### src/icmu_pkg.sv
`default_nettype none

package icmu_pkg;

    localparam int NUM_IRQ     = 8;
    localparam int ID_W        = 3;
    localparam int SLICE_W     = 8;
    localparam int AXIL_ADDR_W = 8;
    localparam int AXIL_DATA_W = 32;

    // register map, byte offsets
    localparam logic [AXIL_ADDR_W-1:0] REG_SLICE_BASE = 8'h00;   // 8 words up to 0x1C
    localparam logic [AXIL_ADDR_W-1:0] REG_ENABLE     = 8'h20;
    localparam logic [AXIL_ADDR_W-1:0] REG_STATUS     = 8'h24;

    typedef logic [NUM_IRQ-1:0]   irq_vec_t;
    typedef logic [ID_W-1:0]      irq_id_t;
    typedef logic [SLICE_W-1:0]   slice_t;
    typedef slice_t [NUM_IRQ-1:0] slice_table_t;

    // entry 0 sits in the low byte
    localparam slice_table_t SLICE_DEFAULTS = {
        8'd50, 8'd40, 8'd25, 8'd30, 8'd15, 8'd5, 8'd20, 8'd10
    };

    typedef struct packed {
        logic     active;
        logic     ctx_save;
        irq_id_t  cur_id;
        irq_vec_t pending;
        logic [2:0] spare;     // reads as zero
    } sched_status_t;

    typedef struct packed {
        logic [AXIL_ADDR_W-1:0]   awaddr;
        logic                     awvalid;
        logic [AXIL_DATA_W-1:0]   wdata;
        logic [AXIL_DATA_W/8-1:0] wstrb;
        logic                     wvalid;
        logic                     bready;
    } axil_wr_req_t;

    typedef struct packed {
        logic       awready;
        logic       wready;
        logic [1:0] bresp;
        logic       bvalid;
    } axil_wr_rsp_t;

    typedef struct packed {
        logic [AXIL_ADDR_W-1:0] araddr;
        logic                   arvalid;
        logic                   rready;
    } axil_rd_req_t;

    typedef struct packed {
        logic                   arready;
        logic [AXIL_DATA_W-1:0] rdata;
        logic [1:0]             rresp;
        logic                   rvalid;
    } axil_rd_rsp_t;

endpackage

`default_nettype wire

### src/icmu_axil_regs.sv
`timescale 1ns/1ns
`default_nettype none

module icmu_axil_regs (
    input  wire                          i_clk,
    input  wire                          i_rst_n,
    input  wire icmu_pkg::axil_wr_req_t  i_wr_req,
    input  wire icmu_pkg::axil_rd_req_t  i_rd_req,
    input  wire icmu_pkg::sched_status_t i_status,
    output icmu_pkg::axil_wr_rsp_t       o_wr_rsp,
    output icmu_pkg::axil_rd_rsp_t       o_rd_rsp,
    output icmu_pkg::slice_table_t       o_slices,
    output icmu_pkg::irq_vec_t           o_enable
);
    import icmu_pkg::*;

    localparam logic [1:0] RESP_OKAY   = 2'b00;
    localparam logic [1:0] RESP_SLVERR = 2'b10;

    slice_table_t           slices;
    irq_vec_t               enable;
    logic                   awready;
    logic                   arready;
    logic                   bvalid;
    logic                   rvalid;
    logic [1:0]             bresp;
    logic [1:0]             rresp;
    logic [AXIL_DATA_W-1:0] rdata;
    logic [AXIL_DATA_W-1:0] rd_word;
    logic                   wr_fire;
    logic                   rd_fire;
    logic                   wr_ok;
    logic                   rd_ok;

    // word aligned and inside the map
    function automatic logic addr_ok(input logic [AXIL_ADDR_W-1:0] addr);
        return (addr[1:0] == 2'b00) && (addr <= REG_STATUS);
    endfunction

    function automatic irq_id_t slice_idx(input logic [AXIL_ADDR_W-1:0] addr);
        logic [AXIL_ADDR_W-1:0] offs;
        offs = addr - REG_SLICE_BASE;
        return offs[ID_W+1:2];
    endfunction

    assign wr_fire = awready && i_wr_req.awvalid && i_wr_req.wvalid;
    assign rd_fire = arready && i_rd_req.arvalid;
    assign wr_ok   = addr_ok(i_wr_req.awaddr);
    assign rd_ok   = addr_ok(i_rd_req.araddr);

    always_comb begin
        rd_word = '0;
        if (!rd_ok) begin
            rd_word = '0;
        end else if (i_rd_req.araddr < REG_ENABLE) begin
            rd_word[SLICE_W-1:0] = slices[slice_idx(i_rd_req.araddr)];
        end else if (i_rd_req.araddr == REG_ENABLE) begin
            rd_word[NUM_IRQ-1:0] = enable;
        end else begin
            rd_word[$bits(sched_status_t)-1:0] = i_status;
        end
    end

    always_ff @(posedge i_clk or negedge i_rst_n) begin
        if (!i_rst_n) begin
            awready <= 1'b0;
            bvalid  <= 1'b0;
            arready <= 1'b0;
            rvalid  <= 1'b0;
            slices  <= SLICE_DEFAULTS;
            enable  <= '1;
        end else begin
            // aw and w taken together, one beat at a time
            awready <= i_wr_req.awvalid && i_wr_req.wvalid && !awready && !bvalid;
            if (wr_fire) begin
                bvalid <= 1'b1;
            end else if (bvalid && i_wr_req.bready) begin
                bvalid <= 1'b0;
            end

            if (wr_fire && wr_ok && (i_wr_req.wstrb == '1)) begin
                if (i_wr_req.awaddr < REG_ENABLE) begin
                    slices[slice_idx(i_wr_req.awaddr)] <= i_wr_req.wdata[SLICE_W-1:0];
                end else if (i_wr_req.awaddr == REG_ENABLE) begin
                    enable <= i_wr_req.wdata[NUM_IRQ-1:0];
                end
                // status is read only
            end

            arready <= i_rd_req.arvalid && !arready && !rvalid;
            if (rd_fire) begin
                rvalid <= 1'b1;
            end else if (rvalid && i_rd_req.rready) begin
                rvalid <= 1'b0;
            end
        end
    end

    // response payload
    always_ff @(posedge i_clk) begin
        if (wr_fire) begin
            bresp <= wr_ok ? RESP_OKAY : RESP_SLVERR;
        end
        if (rd_fire) begin
            rresp <= rd_ok ? RESP_OKAY : RESP_SLVERR;
            rdata <= rd_word;
        end
    end

    assign o_wr_rsp = '{awready: awready, wready: awready, bresp: bresp, bvalid: bvalid};
    assign o_rd_rsp = '{arready: arready, rdata: rdata, rresp: rresp, rvalid: rvalid};
    assign o_slices = slices;
    assign o_enable = enable;

endmodule

`default_nettype wire

### src/irq_capture.sv
`timescale 1ns/1ns
`default_nettype none

module irq_capture #(
    parameter int SYNC_STAGES = 2
) (
    input  wire                     i_clk,
    input  wire                     i_rst_n,
    input  wire icmu_pkg::irq_vec_t i_irq,
    input  wire icmu_pkg::irq_vec_t i_enable,
    input  wire icmu_pkg::irq_vec_t i_clear,
    output icmu_pkg::irq_vec_t      o_pending
);
    import icmu_pkg::*;

    irq_vec_t [SYNC_STAGES-1:0] sync_q;
    irq_vec_t                   prev_q;
    irq_vec_t                   rise_q;
    irq_vec_t                   sync_out;

    assign sync_out = sync_q[SYNC_STAGES-1];

    always_ff @(posedge i_clk or negedge i_rst_n) begin
        if (!i_rst_n) begin
            sync_q    <= '0;
            prev_q    <= '0;
            rise_q    <= '0;
            o_pending <= '0;
        end else begin
            sync_q <= {sync_q[SYNC_STAGES-2:0], i_irq};
            prev_q <= sync_out;
            rise_q <= sync_out & ~prev_q;   // registered edge
            // new edge wins over clear
            o_pending <= (o_pending & ~i_clear) | (rise_q & i_enable);
        end
    end

endmodule

`default_nettype wire

### src/rr_arbiter.sv
`timescale 1ns/1ns
`default_nettype none

module rr_arbiter (
    input  wire icmu_pkg::irq_vec_t i_pending,
    input  wire icmu_pkg::irq_id_t  i_current,
    output icmu_pkg::irq_id_t       o_next,
    output logic                    o_valid
);
    import icmu_pkg::*;

    assign o_valid = |i_pending;

    // walk from farthest to nearest so the nearest hit is kept
    always_comb begin
        irq_id_t idx;
        o_next = i_current;
        for (int i = NUM_IRQ; i >= 1; i--) begin
            idx = i_current + irq_id_t'(i);   // i == NUM_IRQ lands on current
            if (i_pending[idx]) begin
                o_next = idx;
            end
        end
    end

endmodule

`default_nettype wire

### src/slice_scheduler.sv
`timescale 1ns/1ns
`default_nettype none

module slice_scheduler (
    input  wire                         i_clk,
    input  wire                         i_rst_n,
    input  wire                         i_tick_1ms,
    input  wire icmu_pkg::slice_table_t i_slices,
    input  wire icmu_pkg::irq_id_t      i_next,
    input  wire                         i_next_valid,
    input  wire                         i_ctx_saved,
    input  wire                         i_int_done,
    output icmu_pkg::irq_vec_t          o_clear,
    output icmu_pkg::irq_id_t           o_int_id,
    output logic                        o_int_active,
    output logic                        o_ctx_save,
    output icmu_pkg::sched_status_t     o_status
);
    import icmu_pkg::*;

    typedef enum logic [1:0] {
        ST_IDLE,
        ST_RUN,
        ST_SAVE
    } state_t;

    state_t           state;
    slice_t           elapsed;
    slice_t           cur_slice;
    logic [SLICE_W:0] elapsed_inc;
    logic             expire;
    logic             take;

    assign cur_slice   = i_slices[o_int_id];
    assign elapsed_inc = {1'b0, elapsed} + 1'b1;

    // zero slice means run to completion
    assign expire = (cur_slice != '0) && (elapsed_inc >= {1'b0, cur_slice});

    // a source is taken on dispatch from idle or on save completion
    assign take = i_next_valid &&
                  ((state == ST_IDLE) || ((state == ST_SAVE) && i_ctx_saved));

    always_comb begin
        o_clear = '0;
        if (take) begin
            o_clear[i_next] = 1'b1;
        end
    end

    always_ff @(posedge i_clk or negedge i_rst_n) begin
        if (!i_rst_n) begin
            state    <= ST_IDLE;
            o_int_id <= '0;
            elapsed  <= '0;
        end else begin
            case (state)
                ST_IDLE: begin
                    if (take) begin
                        state    <= ST_RUN;
                        o_int_id <= i_next;
                        elapsed  <= '0;
                    end
                end

                ST_RUN: begin
                    if (i_int_done) begin
                        state <= ST_IDLE;
                    end else if (i_tick_1ms) begin
                        elapsed <= elapsed_inc[SLICE_W-1:0];
                        if (expire) begin
                            state <= ST_SAVE;   // ask cpu to save context
                        end
                    end
                end

                // elapsed and id frozen, done ignored
                ST_SAVE: begin
                    if (i_ctx_saved) begin
                        state   <= ST_RUN;
                        elapsed <= '0;
                        if (take) begin
                            o_int_id <= i_next;
                        end
                        // else resume the same source
                    end
                end

                default: begin
                    state <= ST_IDLE;
                end
            endcase
        end
    end

    assign o_int_active = (state != ST_IDLE);
    assign o_ctx_save   = (state == ST_SAVE);

    // pending filled in at the top
    assign o_status = '{
        active:   o_int_active,
        ctx_save: o_ctx_save,
        cur_id:   o_int_id,
        pending:  '0,
        spare:    '0
    };

endmodule

`default_nettype wire

### src/timeslice_icmu_top.sv
`timescale 1ns/1ns
`default_nettype none

module timeslice_icmu_top #(
    parameter int SYNC_STAGES = 2
) (
    input  wire                         i_clk,
    input  wire                         i_rst_n,
    input  wire icmu_pkg::irq_vec_t     i_irq,
    input  wire                         i_tick_1ms,
    input  wire                         i_ctx_saved,
    input  wire                         i_int_done,
    input  wire icmu_pkg::axil_wr_req_t i_wr_req,
    input  wire icmu_pkg::axil_rd_req_t i_rd_req,
    output icmu_pkg::axil_wr_rsp_t      o_wr_rsp,
    output icmu_pkg::axil_rd_rsp_t      o_rd_rsp,
    output icmu_pkg::irq_id_t           o_int_id,
    output logic                        o_int_active,
    output logic                        o_ctx_save
);
    import icmu_pkg::*;

    irq_vec_t      pending;
    irq_vec_t      enable;
    irq_vec_t      clear;
    irq_id_t       next_id;
    logic          next_valid;
    slice_table_t  slices;
    sched_status_t sched_status;
    sched_status_t reg_status;

    assign reg_status = '{
        active:   sched_status.active,
        ctx_save: sched_status.ctx_save,
        cur_id:   sched_status.cur_id,
        pending:  pending,
        spare:    sched_status.spare
    };

    icmu_axil_regs u_regs (
        .i_clk    (i_clk),
        .i_rst_n  (i_rst_n),
        .i_wr_req (i_wr_req),
        .i_rd_req (i_rd_req),
        .i_status (reg_status),
        .o_wr_rsp (o_wr_rsp),
        .o_rd_rsp (o_rd_rsp),
        .o_slices (slices),
        .o_enable (enable)
    );

    irq_capture #(
        .SYNC_STAGES (SYNC_STAGES)
    ) u_capture (
        .i_clk     (i_clk),
        .i_rst_n   (i_rst_n),
        .i_irq     (i_irq),
        .i_enable  (enable),
        .i_clear   (clear),
        .o_pending (pending)
    );

    rr_arbiter u_arbiter (
        .i_pending (pending),
        .i_current (o_int_id),
        .o_next    (next_id),
        .o_valid   (next_valid)
    );

    slice_scheduler u_sched (
        .i_clk        (i_clk),
        .i_rst_n      (i_rst_n),
        .i_tick_1ms   (i_tick_1ms),
        .i_slices     (slices),
        .i_next       (next_id),
        .i_next_valid (next_valid),
        .i_ctx_saved  (i_ctx_saved),
        .i_int_done   (i_int_done),
        .o_clear      (clear),
        .o_int_id     (o_int_id),
        .o_int_active (o_int_active),
        .o_ctx_save   (o_ctx_save),
        .o_status     (sched_status)
    );

endmodule

`default_nettype wire

### config.mk
export PLATFORM = sky130hd
export DESIGN_NAME = timeslice_icmu_top
export DESIGN_NICKNAME = d
export VERILOG_FILES = /design/src/icmu_pkg.sv /design/src/icmu_axil_regs.sv /design/src/irq_capture.sv /design/src/rr_arbiter.sv /design/src/slice_scheduler.sv /design/src/timeslice_icmu_top.sv
export SDC_FILE = /design/constraint.sdc
export NUM_CORES = 1
export LEC_CHECK = 0
export ABC_AREA = 0
export BUFFER_PORTS_ARGS = -buffer_cell sky130_fd_sc_hd__buf_2
export CORE_MARGIN = 2
export CORE_UTILIZATION = 31
export CTS_CLUSTER_DIAMETER = 120
export DETAILED_ROUTE_END_ITERATION = 16
export HOLD_SLACK_MARGIN = 0.05
export PLACE_DENSITY_LB_ADDON = 0.2
export SLEW_MARGIN = 30
export SYNTH_ARGS = -nofsm -noshare
export SYNTH_HDL_FRONTEND = slang
export SYNTH_SLANG_ARGS = --single-unit
### constraint.sdc
create_clock -name i_clk -period 2.9 [get_ports i_clk]
set_input_delay 0.145 -clock i_clk [delete_from_list [all_inputs] [get_ports i_clk]]
set_output_delay 0.145 -clock i_clk [all_outputs]
set_load 0.005 [all_outputs]
### Word level (Yosys, flattened, before mapping)

Index checks and enable logic that the tools add are counted.

* $lt $le $gt $ge: 18
* mux-type cells: 53
* reduce and logical (&&, ||, !) cells: 40
* add/sub/neg operators: 8
* equal/unequal tests: 11
* bitwise operators: 8

Operators by type and width (count)
* 2-to-1 mux 8 bit: 10
* bitwise mux 64 bit: 1
* binary-select mux 8 bit (select 3 bit): 2
* less-than comparator 3 x 4 -> 1 bit (second input constant): 11
* 2-to-1 mux 3 bit: 9
* AND 8 bit: 3
* demux 8 bit (select 3 bit): 1
* case mux 8 bit (3 select lines): 1
* binary-select mux 1 bit (select 3 bit): 7
* logical AND 1 bit: 19
* equality test 8 x 6 -> 1 bit (second input constant): 2
* less-or-equal comparator 8 x 6 -> 1 bit (second input constant): 2
* less-than comparator 8 x 6 -> 1 bit (second input constant): 2
* inverter 8 bit: 2
* 2-to-1 mux 2 bit: 7
* adder 3 bit (second input constant): 4
* 2-to-1 mux 1 bit: 12
* adder 8 x 1 -> 9 bit (second input constant): 1
* >= comparator 9 x 8 -> 1 bit: 1
* OR 8 bit: 1
* nonzero test 2 bit: 4
* nonzero test 8 bit: 1
* OR reduction 8 bit: 1
* adder 3 x 2 -> 3 bit (second input constant): 2
* 22 further kinds: 32

* bits of input ports: 70
* register bits: 149
* output and inout bits: 46

### Longest topological paths before layout

Gate-level depths: netlist (run 1).

* depth after elaboration: 18
* mapped depth: 15
* gate-level depth less buffers: 12

### Modules after synthesis

From an unflattened synthesis (run 1), not the netlist that was laid out.

* cell total of the unflattened synthesis: 672
* area, all modules: 8528.2 µm²

By module, submodules not included
* icmu_axil_regs: area each 4639.4 µm², sequential area each 2479.9 µm², cells an instance 297, instances 1
* slice_scheduler: area each 1803.0 µm², sequential area each 325.3 µm², cells an instance 202, instances 1
* irq_capture: area each 1181.1 µm², sequential area each 1001.0 µm², cells an instance 72, instances 1
* rr_arbiter: area each 904.6 µm², sequential area each 0.0 µm², cells an instance 101, instances 1

### Worst setup path after synthesis (run 1)

Ideal clock, no wire load.

* path type: register to register
* start point: register u_sched.o_int_id[0]
* end point: register u_sched.state[1]
* arrival time: 3.187 ns
* required time: 2.779 ns
* path buffers: 3
* stages on the path, launching flop included: 16
* clock period less this slack: 3.308 ns
* slack: -0.408 ns
* setup time: 0.121 ns
* path through: dfrtp_1 -> buf_6 -> buf_6 -> buf_2 -> mux4_2 -> mux2i_1 -> inv_1 -> ha_1 -> nand2b_1 -> a21o_1 -> a21o_1 -> a21o_1 -> a21o_1 -> a211oi_1 -> nor3_1 -> a2bb2oi_1

* longest elaborated chain between the ends: 6
* elaborated cells on any way between the ends: 7
* those cells by class: 1 x order compare; 1 x eq/ne; 2 x mux; 3 x reduce/logical

RTL lines
* start, declared: RTL line slice_scheduler.sv:14 `output icmu_pkg::irq_id_t o_int_id,`
* start signal, assigned: RTL line slice_scheduler.sv:61 `o_int_id <= i_next;`
* start signal, assigned: RTL line slice_scheduler.sv:83 `o_int_id <= i_next;`
* binary-select mux 8 bit (select 3 bit) *: RTL line slice_scheduler.sv:34 `assign cur_slice = i_slices[o_int_id];`
* 2-to-1 mux 8 bit (not written as such) *: RTL line slice_scheduler.sv:34
* >= comparator 9 x 8 -> 1 bit or nonzero test 8 bit (tied branches): RTL line slice_scheduler.sv:38 `assign expire = (cur_slice != '0) && (elapsed_inc >= {1'b0, cur_slice});`
* logical AND 1 bit *: RTL line slice_scheduler.sv:38
* != test 3 x 2 -> 1 bit (no line) *
* AND reduction 4 bit (no line) *
* end signal, assigned: RTL line slice_scheduler.sv:53 `state <= ST_IDLE;`
* end signal, assigned: RTL line slice_scheduler.sv:60 `state <= ST_RUN;`
* end signal, assigned: RTL line slice_scheduler.sv:68 `state <= ST_IDLE;`
* end, declared: RTL line slice_scheduler.sv:27 `state_t state;`

Mark *: on every way between the ends. The rest lies on a longest branch, timed or not. The select of a mux whose other input is x is not followed.
A chain may end at the register's enable or synchronous reset.

### Worst setup path after layout (run 1)

* start point: register u_sched.o_int_id[0]
* end point: register u_capture.o_pending[0]

* longest elaborated chain between the ends: 18
* elaborated cells on any way between the ends: 37
* those cells by class: 7 x add/sub; 2 x order compare; 24 x mux; 3 x bitwise; 1 x reduce/logical

RTL lines
* adder 3 bit: RTL line rr_arbiter.sv:19 `idx = i_current + irq_id_t'(i);`
* binary-select mux 1 bit (select 3 bit): RTL line rr_arbiter.sv:20 `if (i_pending[idx]) begin`
* 2-to-1 mux 1 bit (not written as such): RTL line rr_arbiter.sv:20
* 2-to-1 mux 3 bit (6 in series): RTL line rr_arbiter.sv:20
* 2-to-1 mux 3 bit *: RTL line rr_arbiter.sv:20
* less-than comparator 3 x 4 -> 1 bit (not written as such) or >= comparator 3 x 1 -> 1 bit (tied branches): RTL line slice_scheduler.sv:47 `o_clear[i_next] = 1'b1;`
* logical AND 1 bit (not written as such): RTL line slice_scheduler.sv:47
* 2-to-1 mux 1 bit (not written as such): RTL line slice_scheduler.sv:47
* demux 1 bit (select 3 bit) *
* 2-to-1 mux 8 bit *: RTL line slice_scheduler.sv:46 `if (take) begin`
* inverter 8 bit *: RTL line irq_capture.sv:34 `o_pending <= (o_pending & ~i_clear) | (rise_q & i_enable);`
* AND 8 bit *: RTL line irq_capture.sv:34
* OR 8 bit *: RTL line irq_capture.sv:34
* end signal, assigned: RTL line irq_capture.sv:34
* end, declared: RTL line irq_capture.sv:12 `output icmu_pkg::irq_vec_t o_pending`

Marks and branches as above.

==> impl_metrics.toml, run 1 <==
[run_status]
status = "complete, no violations"

[finish]
n_fill_cell = 2410
drive_gt1_share_pct = 45.7
largest_register_ffs = 64
multi_input_area_sq_mm = 0.00387
seq_area_sq_mm = 0.00381
utilization_pct = 38.8
area_delta_synth_final_pct = 23.8
layout.cells.non_filler = 1073
final_nets = 810
post-route-cell-area_sq_mm = 0.00973

[synth]
netlist.area_leader.share_pct = 31.5
synth_area_leader_cell = "dfrtp_1"
synth.cell_area_sq_mm = 0.00786
syn_avg_cell_area_sq_um = 13.0
netlist_instances = 604
ys_warn_count = 0
ys_ff_latch = 147
seq_area_frac_synth_pct = 48.4
synth_cell_types = 62
synthTopCellsByArea = "dfrtp_1, mux2_2, mux4_2"
synth_edf_count = 18
async_flop_share_pct = 87.8
synth_flop_cell = "dfrtp_1"

[global_routing]
grt_start_max_net_pins = 64
grt-ovfl-total = 0
antenna_found_initial = 0
grt_pass1_wl_um = 32200
grt_use_total_pct = 15.9
grt_pass1_vias = 5674

[sta]
fin_ws_ns = 0.0201
timing.final.crit_share_pct = 99.3
max_slew_margin_pct = 43.9
rsz0062_at_grt = "true"
hold_viol_final = 0
setup_viol = 0
clock.fmax_mhz = 347
clock_skew_ns = 0.0221
fin_crit_ns = 2.88
max_slew.worst_pin.slew_ns = 0.842
maxSlewViolCount = 0

[detailed_routing]
drt_iter0_drc = 311
remaining_drc_errors = 0
firstDrtPassIters = 5
detail_route.wl_per_cell_um = 18.8
detail_route.vias_per_cell = 4.99
ant_nets = 0
via_count = 5358
wl_um = 20200

[die]
dieArea_sq_mm = 0.0266
coreArea_sq_mm = 0.0250
die_w_um = 163
initial_core_util_pct = 31.4
io_pins = 116
die_y_um = 163
fp-row-count = 58

[clocking]
numClockSinks = 147
root_buffer = "clkbuf_16"
cts_tree = "built"
cts_inserted_buffers = 17
ctsLongestPathBuffers = 2
h-tree-depth = 4
clk_pin_slew_ns = 0.07
clk_latency_ns = 0.44

[power]
power_density_mw_per_mm2 = 833
vdd_drop_max_mv = 0.394
finalPower_mw = 8.10
leakagePower_nw = 4.31

[setup_path]
start_kind = "register"
critPathCaptureType = "register"
path_max_fanout = 11
crit_type = "reg -> reg"
cp.arrival_ns = 3.19
worstPathRequired_ns = 3.22

[placement]
preCtsSetupSlack_ns = -0.0391
dpl.hpwl_um = 14200
place.port_buffers = 73
placed_area_sq_mm = 0.00875
placed_cells = 1015
place_congestion = 0.849

[min_path]
hold_path.class = "in -> reg"

[flow_run]
drv_cap = 0
[kinds of logic (layout without fill, tap and decap cells)]
kind of cell             count (synthesis)  count (layout)  share of synthesized area (%)
buffers and inverters                   59             180                           4.27
XOR/XNOR                                 9               9                           1.00
flip-flops                             147             147                           48.4
adder cells (fa/ha/maj)                 11              11                           1.75
AO/OA/AOI/OAI                           73              73                           6.66
other                                    1              19                         0.0477
AND/OR/NAND/NOR                        154             154                           10.8
multiplexers                           150             150                           27.0
[per-stage QoR]
step / setup TNS, ns / hold WS (ns)
after CTS: 0 / 0.0569
after global placement: 0 / 0.254
final: 0 / 0.0757
after detailed placement: -0.0911 / 0.254
after floorplan: -0.294 / -0.151
after global routing: -0.249 / 0.0785
[worst max-delay path: stages, from the launching register on]
cell and delay, ns:
dfrtp_2 0.47, buf_4 0.16, buf_12 0.14, mux2_4 0.32, mux4_2 0.50, or4_4 0.43, a41oi_2 0.21, o21a_2 0.20
nand2b_1 0.09, o21ai_1 0.16, nand2_1 0.07
[area by class of cell]
type                    instances  share of cell area, %
clock inverters                15                   2.12
inverters                      12                  0.489
repair buffers                136                   9.74
diodes                          1                 0.0257
clock buffers                  17                   4.37
multi-input cells             415                   39.8
flip-flops and latches        147                   39.2
well taps                     330                   4.25
[synth_stat cells, types with 12 or more instances]
| library cell | count |
|---|---|
| nand2_1 | 44 |
| mux2i_1 | 26 |
| dfrtp_1 | 99 |
| o21ai_0 | 13 |
| buf_4 | 24 |
| nor2_1 | 20 |
| dfstp_2 | 30 |
| mux2_2 | 80 |
| inv_1 | 12 |
| mux4_2 | 40 |
| clkbuf_1 | 12 |
| edfxtp_1 | 18 |
| nand2b_1 | 14 |
[cell usage in the layout (no fill, tap or decap), types with 11 or more instances in the layout]
| master | Yosys | routed |
|---|---|---|
| nand2b_1 | 14 | 13 |
| dlygate4sd3_1 | 0 | 19 |
| buf_2 | 7 | 72 |
| clkbuf_16 | 0 | 18 |
| conb_1 | 1 | 18 |
| mux2_2 | 80 | 80 |
| buf_4 | 24 | 40 |
| mux4_2 | 40 | 40 |
| mux2i_1 | 26 | 25 |
| nor2_1 | 20 | 20 |
| nand2_1 | 44 | 44 |
| dfstp_2 | 30 | 30 |
| o21ai_0 | 13 | 13 |
| nor2b_1 | 11 | 11 |
| edfxtp_1 | 18 | 18 |
| dfrtp_1 | 99 | 96 |
| nand3_1 | 11 | 11 |
[layer usage]
| layer | track usage, % | wire (um) |
|---|---|---|
| met2 | 25.8 | 9780 |
| met4 | 4.02 | 115 |
| met3 | 3.10 | 834 |
| met1 | 22.0 | 9420 |
| met5 | 0 | 0 |
[repair_timing]
item | in CTS | in global routing
buffers inserted | 0 | 5
setup endpoints to repair | 7 | 11
resized for setup | 4 | 19
pin swaps | 0 | 4
cloned | 0 | 1
hold buffers | 19 | 0
endpoints found under the hold margin | 63 | 0
[power by group]
group | leakage, nW | switching, mW | internal, mW | total, mW
clock | 0.303 | 1.07 | 1.19 | 2.26
combinational | 2.24 | 1.78 | 1.61 | 3.40
sequential | 1.77 | 0.227 | 2.22 | 2.44
total | 4.31 | 3.08 | 5.02 | 8.10
[final timing paths]
kind | start | endpoint | slack [ns] | depth (start not counted)
max | u_sched.o_int_id[0] | u_capture.o_pending[0] | 0.02 | 10
min | i_wr_req[7] | u_regs.o_slices[9] | 0.08 | 2
max reg2reg | u_sched.o_int_id[0] | u_capture.o_pending[0] | 0.02 | 10
min reg2reg | u_capture.sync_q[0] | u_capture.sync_out[0] | 0.35 | 0
max in group asynchronous | i_rst_n | u_regs.o_enable[4] | 1.66 | 3
min in group asynchronous | i_rst_n | u_sched.elapsed[4] | 0.36 | 2
(Power assumes the default switching activity.)
==> inputs of run 2 (changes only) <==
- RECOVER_POWER: not set -> 100
- TNS_END_PERCENT: not set -> 10
==> run 2 against run 1 <==
  * The flow now finishes with violations (capacitance limit, slew limit, setup timing)
  * Largest cell class unchanged
  * Maximum frequency shrank 1.3%
  * Cell count shrank 1.0%
  * Critical path depth grew 3
  * Sequential cell count is the same
==> impl_metrics.toml, run 2 (synthesized netlist as in run 1, its figures left out) <==
[sta]
clock_skew_ns = 0.0157
rsz0062_at_grt = "true"
clock.fmax_mhz = 343
fin_ws_ns = -0.0166
hold_viol_final = 0
setup_viol = 1
fin_crit_ns = 2.92
max_slew_margin_pct = -21.9
finalSetupTns_ns = -0.0166
timing.final.crit_share_pct = 101
max_slew.worst_pin.slew_ns = 1.83
maxSlewViolCount = 70

[min_path]
min_path_cells = 2
hold_path.class = "in -> reg"

[detailed_routing]
firstDrtPassIters = 4
detail_route.wl_per_cell_um = 18.2
remaining_drc_errors = 0
detail_route.vias_per_cell = 5.08
wl_um = 19300
via_count = 5400
drt_iter0_drc = 245
ant_nets = 0

[run_status]
status = "finished, violations left"
violations = "capacitance limit, slew limit, setup timing"

[setup_path]
worstPathRequired_ns = 3.25
cpPeakStageDelay_ns = 0.53
cp_num_buf_inv = 2
cp_top_family = "compound AO/OA/AOI/OAI gates"
reg2reg_depth = 13
crit_type = "reg -> reg"
cp.arrival_ns = 3.27
cp.depth = 13
cpMostUsedCell = "a21o_1"
start_kind = "register"
critPathCaptureType = "register"
crit_chain = "mux4_2 -> mux2i_2 -> buf_4 -> inv_1 -> ha_1 -> nand2b_1 -> a21o_1 -> a21o_1 -> a21o_1 -> a21o_1 -> a211oi_2 -> o31ai_1 -> a21oi_1"
cp_slowest_cell = "mux4_2"
path_max_fanout = 5

[finish]
final_nets = 800
final_common_cell = "dfrtp_1"
largest_register_ffs = 64
area_delta_synth_final_pct = 20.6
drive_gt1_share_pct = 41.5
final_cell_mix = "dfrtp_1, mux2_2, buf_2, nand2_1, mux4_2"
antenna_cells = 0
utilization_pct = 37.8

[global_routing]
met2_usage_pct = 24.1
antenna_found_initial = 0
use_met3_pct = 2.97
busiest_layer = "met2"
grt_use_total_pct = 15.2
grt_start_max_net_pins = 70
grt-ovfl-total = 0
grt_pass1_vias = 5549
grt_pass1_wl_um = 30600
grt.met1_usage_pct = 21.1

[placement]
place.port_buffers = 73
place_congestion = 0.833
dpl.hpwl_um = 13900

[clocking]
ctsLongestPathBuffers = 2
clk_pin_slew_ns = 0.07
numClockSinks = 147
cts_inserted_buffers = 17
cts_tree = "built"
root_buffer = "clkbuf_16"
clk_latency_ns = 0.43
h-tree-depth = 4

[die]
dieArea_sq_mm = 0.0266
coreArea_sq_mm = 0.0250
initial_core_util_pct = 31.4
die_w_um = 163
fp-row-count = 58
io_pins = 116
die_y_um = 163

[power]
vdd_drop_max_mv = 0.397
leakagePower_nw = 4.18
power_density_mw_per_mm2 = 814
finalPower_mw = 7.71

[flow_run]
drv_cap = 1
==> run 2: worst register-to-register path: stages (launching register included) <==
cell and delay [ns]:
dfrtp_2 0.43, mux4_2 0.53, mux2i_2 0.20, buf_4 0.15
inv_1 0.03, ha_1 0.25, nand2b_1 0.14, a21o_1 0.16
a21o_1 0.15, a21o_1 0.15, a21o_1 0.16, a211oi_2 0.24
o31ai_1 0.11, a21oi_1 0.15
==> run 2: final timing paths <==
| path | from | endpoint | slack [ns] |
|---|---|---|---|
| worst max-delay path | u_sched.o_int_id[0] | u_sched.state[0] | -0.02 |
| worst min-delay path | i_wr_req[9] | u_regs.o_slices[59] | 0.09 |
| worst max register to register | u_sched.o_int_id[0] | u_sched.state[0] | -0.02 |
| worst min register to register | u_capture.sync_q[6] | u_capture.sync_out[6] | 0.35 |
| max in group asynchronous | i_rst_n | u_capture.o_pending[0] | 0.66 |
| min in group asynchronous | i_rst_n | u_regs.o_slices[19] | 0.78 |
==> run 2: what timing repair did <==
action                                  CTS  global route
endpoints found under the setup margin   10            12
hold endpoints to repair                 58             0
hold buffers                             18             0
resized for setup                         2             2
buffers inserted                          1             0
==> run 2: through the flow <==
| stage | setup slack, ns | hold WS, ns | instances | instance area, sq um |
|---|---|---|---|---|
| after floorplan | -0.0776 | -0.151 | 621 | 7960 |
| after global placement | -0.0978 | 0.254 | 1011 | 8690 |
| after detailed placement | -0.106 | 0.254 | 1011 | 8690 |
| after CTS | -0.0574 | 0.0699 | 1062 | 9510 |
| after global routing | -0.207 | 0.0871 | 1062 | 9470 |
| final | -0.0166 | 0.0871 | 1062 | 9470 |
==> run 2: final cells by class <==
class / instances / area (sq um)
clock buffers: 17 / 425
clock inverters: 15 / 196
fillers: 2431 / 15600
inverters: 12 / 45.0
multi-input cells: 415 / 3810
flip-flops and latches: 147 / 3810
well taps: 330 / 413
repair buffers: 126 / 774
==> run 2: power breakdown <==
group / switching (mW) / internal, mW / total (mW) / leakage [nW]
Clock: 1.06 / 1.19 / 2.25 / 0.302
Combinational: 1.61 / 1.42 / 3.02 / 2.10
Sequential: 0.225 / 2.21 / 2.44 / 1.78
Total: 2.89 / 4.82 / 7.71 / 4.18
==> run 2: metal layers <==
layer	vias up	share of wire (%)
met2	154	47
met1	2778	48
met3	16	4.5
met4	0	1.2
met5	-	0
li1	2452	-
==> inputs of run 3 (changes only) <==
- PLACE_DENSITY_LB_ADDON: 0.2 -> not set
- clock period: 2.9 -> 3.1 ns (I/O delays scaled with it)
==> run 3 against run 2 <==
  * The run ends with capacitance limit, slew limit left
  * Worst hold slack worse by 0.013 ns
  * Non-clock buffer count fell by 12
  * Maximum frequency is 0.88% lower
  * Core utilization shrank 0.68 points
  * Critical path type unchanged
  * Clock skew fell by 0.0082 ns
  * Sequential share of layout area grew 0.75 points
  * Global-route usage is 0.29 points lower
==> impl_metrics.toml, run 3 (synthesized netlist as in run 1, its figures left out) <==
[global_routing]
grt_pass1_wl_um = 30300
grt_use_total_pct = 14.9
grt-ovfl-total = 0
grt_start_max_net_pins = 60
antenna_found_initial = 1
grt_pass1_vias = 5412

[sta]
setup_viol = 0
clock.fmax_mhz = 340
fin_crit_ns = 2.94
fin_ws_ns = 0.157
maxSlewViolCount = 19
max_slew_margin_pct = -1.18
rsz0062_at_grt = "true"
timing.final.crit_share_pct = 94.9
hold_ws_ns = 0.0738
clock_skew_ns = 0.00755
hold_viol_final = 0
max_slew.worst_pin.slew_ns = 1.52

[clocking]
numClockSinks = 147
cts_setup_buffers = 0
cts_inserted_buffers = 17
ctsLongestPathBuffers = 2
clk_latency_ns = 0.42
h-tree-depth = 4
clk_pin_slew_ns = 0.06
root_buffer = "clkbuf_16"
cts_tree = "built"

[finish]
area_delta_synth_final_pct = 18.4
largest_register_ffs = 64
n_fill_cell = 2444
antenna_cells = 0
final_nets = 788
post-route-cell-area_sq_mm = 0.00930
drive_gt1_share_pct = 38.8
final_cell_mix = "dfrtp_1, mux2_2, buf_2, nand2_1, mux4_2"
final_common_cell = "dfrtp_1"

[die]
io_pins = 116
initial_core_util_pct = 31.4
fp-row-count = 58
dieArea_sq_mm = 0.0266
die_w_um = 163
die_y_um = 163
coreArea_sq_mm = 0.0250

[setup_path]
cpPeakStageDelay_ns = 0.53
crit_type = "reg -> reg"
cp_slowest_cell = "mux4_2"
crit_chain = "mux4_2 -> mux2i_2 -> inv_1 -> ha_1 -> nand2b_1 -> a21o_1 -> a21o_1 -> a21o_1 -> a21o_1 -> a211oi_2 -> nor3_1 -> a2bb2oi_1"
critPathCaptureType = "register"
cp_num_buf_inv = 1
cpMostUsedCell = "a21o_1"
start_kind = "register"
worstPathRequired_ns = 3.41
path_max_fanout = 5
cp_top_family = "compound AO/OA/AOI/OAI gates"
cp.arrival_ns = 3.26

[detailed_routing]
remaining_drc_errors = 0
via_count = 5228
detail_route.vias_per_cell = 4.98
wl_um = 18700
drt_iter0_drc = 281
firstDrtPassIters = 4
ant_nets = 0
detail_route.wl_per_cell_um = 17.8

[placement]
place_congestion = 0.848
dpl.hpwl_um = 13000
preCtsSetupSlack_ns = 0.107
place.port_buffers = 73
placed_area_sq_mm = 0.00861

[power]
leakagePower_nw = 4.10
vdd_drop_max_mv = 0.325
power_density_mw_per_mm2 = 758

[flow_run]
drv_cap = 2

[run_status]
status = "finished, violations left"
violations = "capacitance limit, slew limit"

[min_path]
hold_path.class = "in -> reg"
run 3: changes by cell type in the layout (fill, tap and decap cells not counted), moves of 3 or more:
cell	before	now
clkinv_8	5	0
buf_2	61	58
inv_8	5	2
buf_4	29	17
clkbuf_1	14	20
inv_6	2	5
run 3: routing by layer:
layer / vias up / GRT usage (%) / part of all wire (%)
met5: - / 0 / 0.038
met2: 103 / 24.3 / 47
met3: 28 / 3.30 / 4.2
met1: 2676 / 19.6 / 47
li1: 2419 / - / -
met4: 2 / 5.15 / 1.7
run 3: per-stage QoR:
step                utilization, %  setup TNS [ns]  total power, mW  instances
floorplan                        -               0             4.28        621
global placement              34.4               0             4.96       1001
detailed placement            34.4               0             4.99       1001
CTS                           37.4               0             7.12       1050
global route                  37.2         -0.0134             7.50       1050
finish                        37.2               0             7.05       1050
run 3: area by class of cell:
type / instances / area (sq um) / area share (%)
Timing Repair Buffer: 114 / 672 / 7.22
Clock buffer: 17 / 425 / 4.57
Multi-Input combinational cell: 415 / 3770 / 40.5
Inverter: 12 / 45.0 / 0.484
Clock inverter: 15 / 169 / 1.82
Sequential cell: 147 / 3810 / 40.9
Tap cell: 330 / 413 / 4.44
run 3: final timing paths:
kind	slack, ns	to	from	cells past startpoint
hold / removal	0.07	u_regs.bresp[1]	i_wr_req[44]	3
setup reg to reg	0.16	u_sched.state[1]	u_sched.o_int_id[0]	12
hold reg to reg	0.35	u_capture.sync_out[5]	u_capture.sync_q[5]	0
max in group asynchronous	0.56	u_regs.o_slices[19]	i_rst_n	3
setup / recovery	0.16	u_sched.state[1]	u_sched.o_int_id[0]	12
min in group asynchronous	0.51	u_capture.prev_q[3]	i_rst_n	2
run 3: repair_timing:
item / 4_1_cts / 5_1_grt
endpoints found under the hold margin: 54 / 0
setup endpoints to repair: 0 / 11
hold buffers: 17 / 0
gates resized for setup: 0 / 4
run 3: tightest hold or removal path, stage by stage:
cell and delay, ns:
buf_2 0.10, o21ai_0 0.08, nand2_1 0.07
run 3: power by group:
part	internal, mW	total (mW)	switching, mW
Combinational	1.22	2.70	1.48
Clock	1.21	2.09	0.880
Sequential	2.07	2.27	0.197
Total	4.50	7.05	2.56
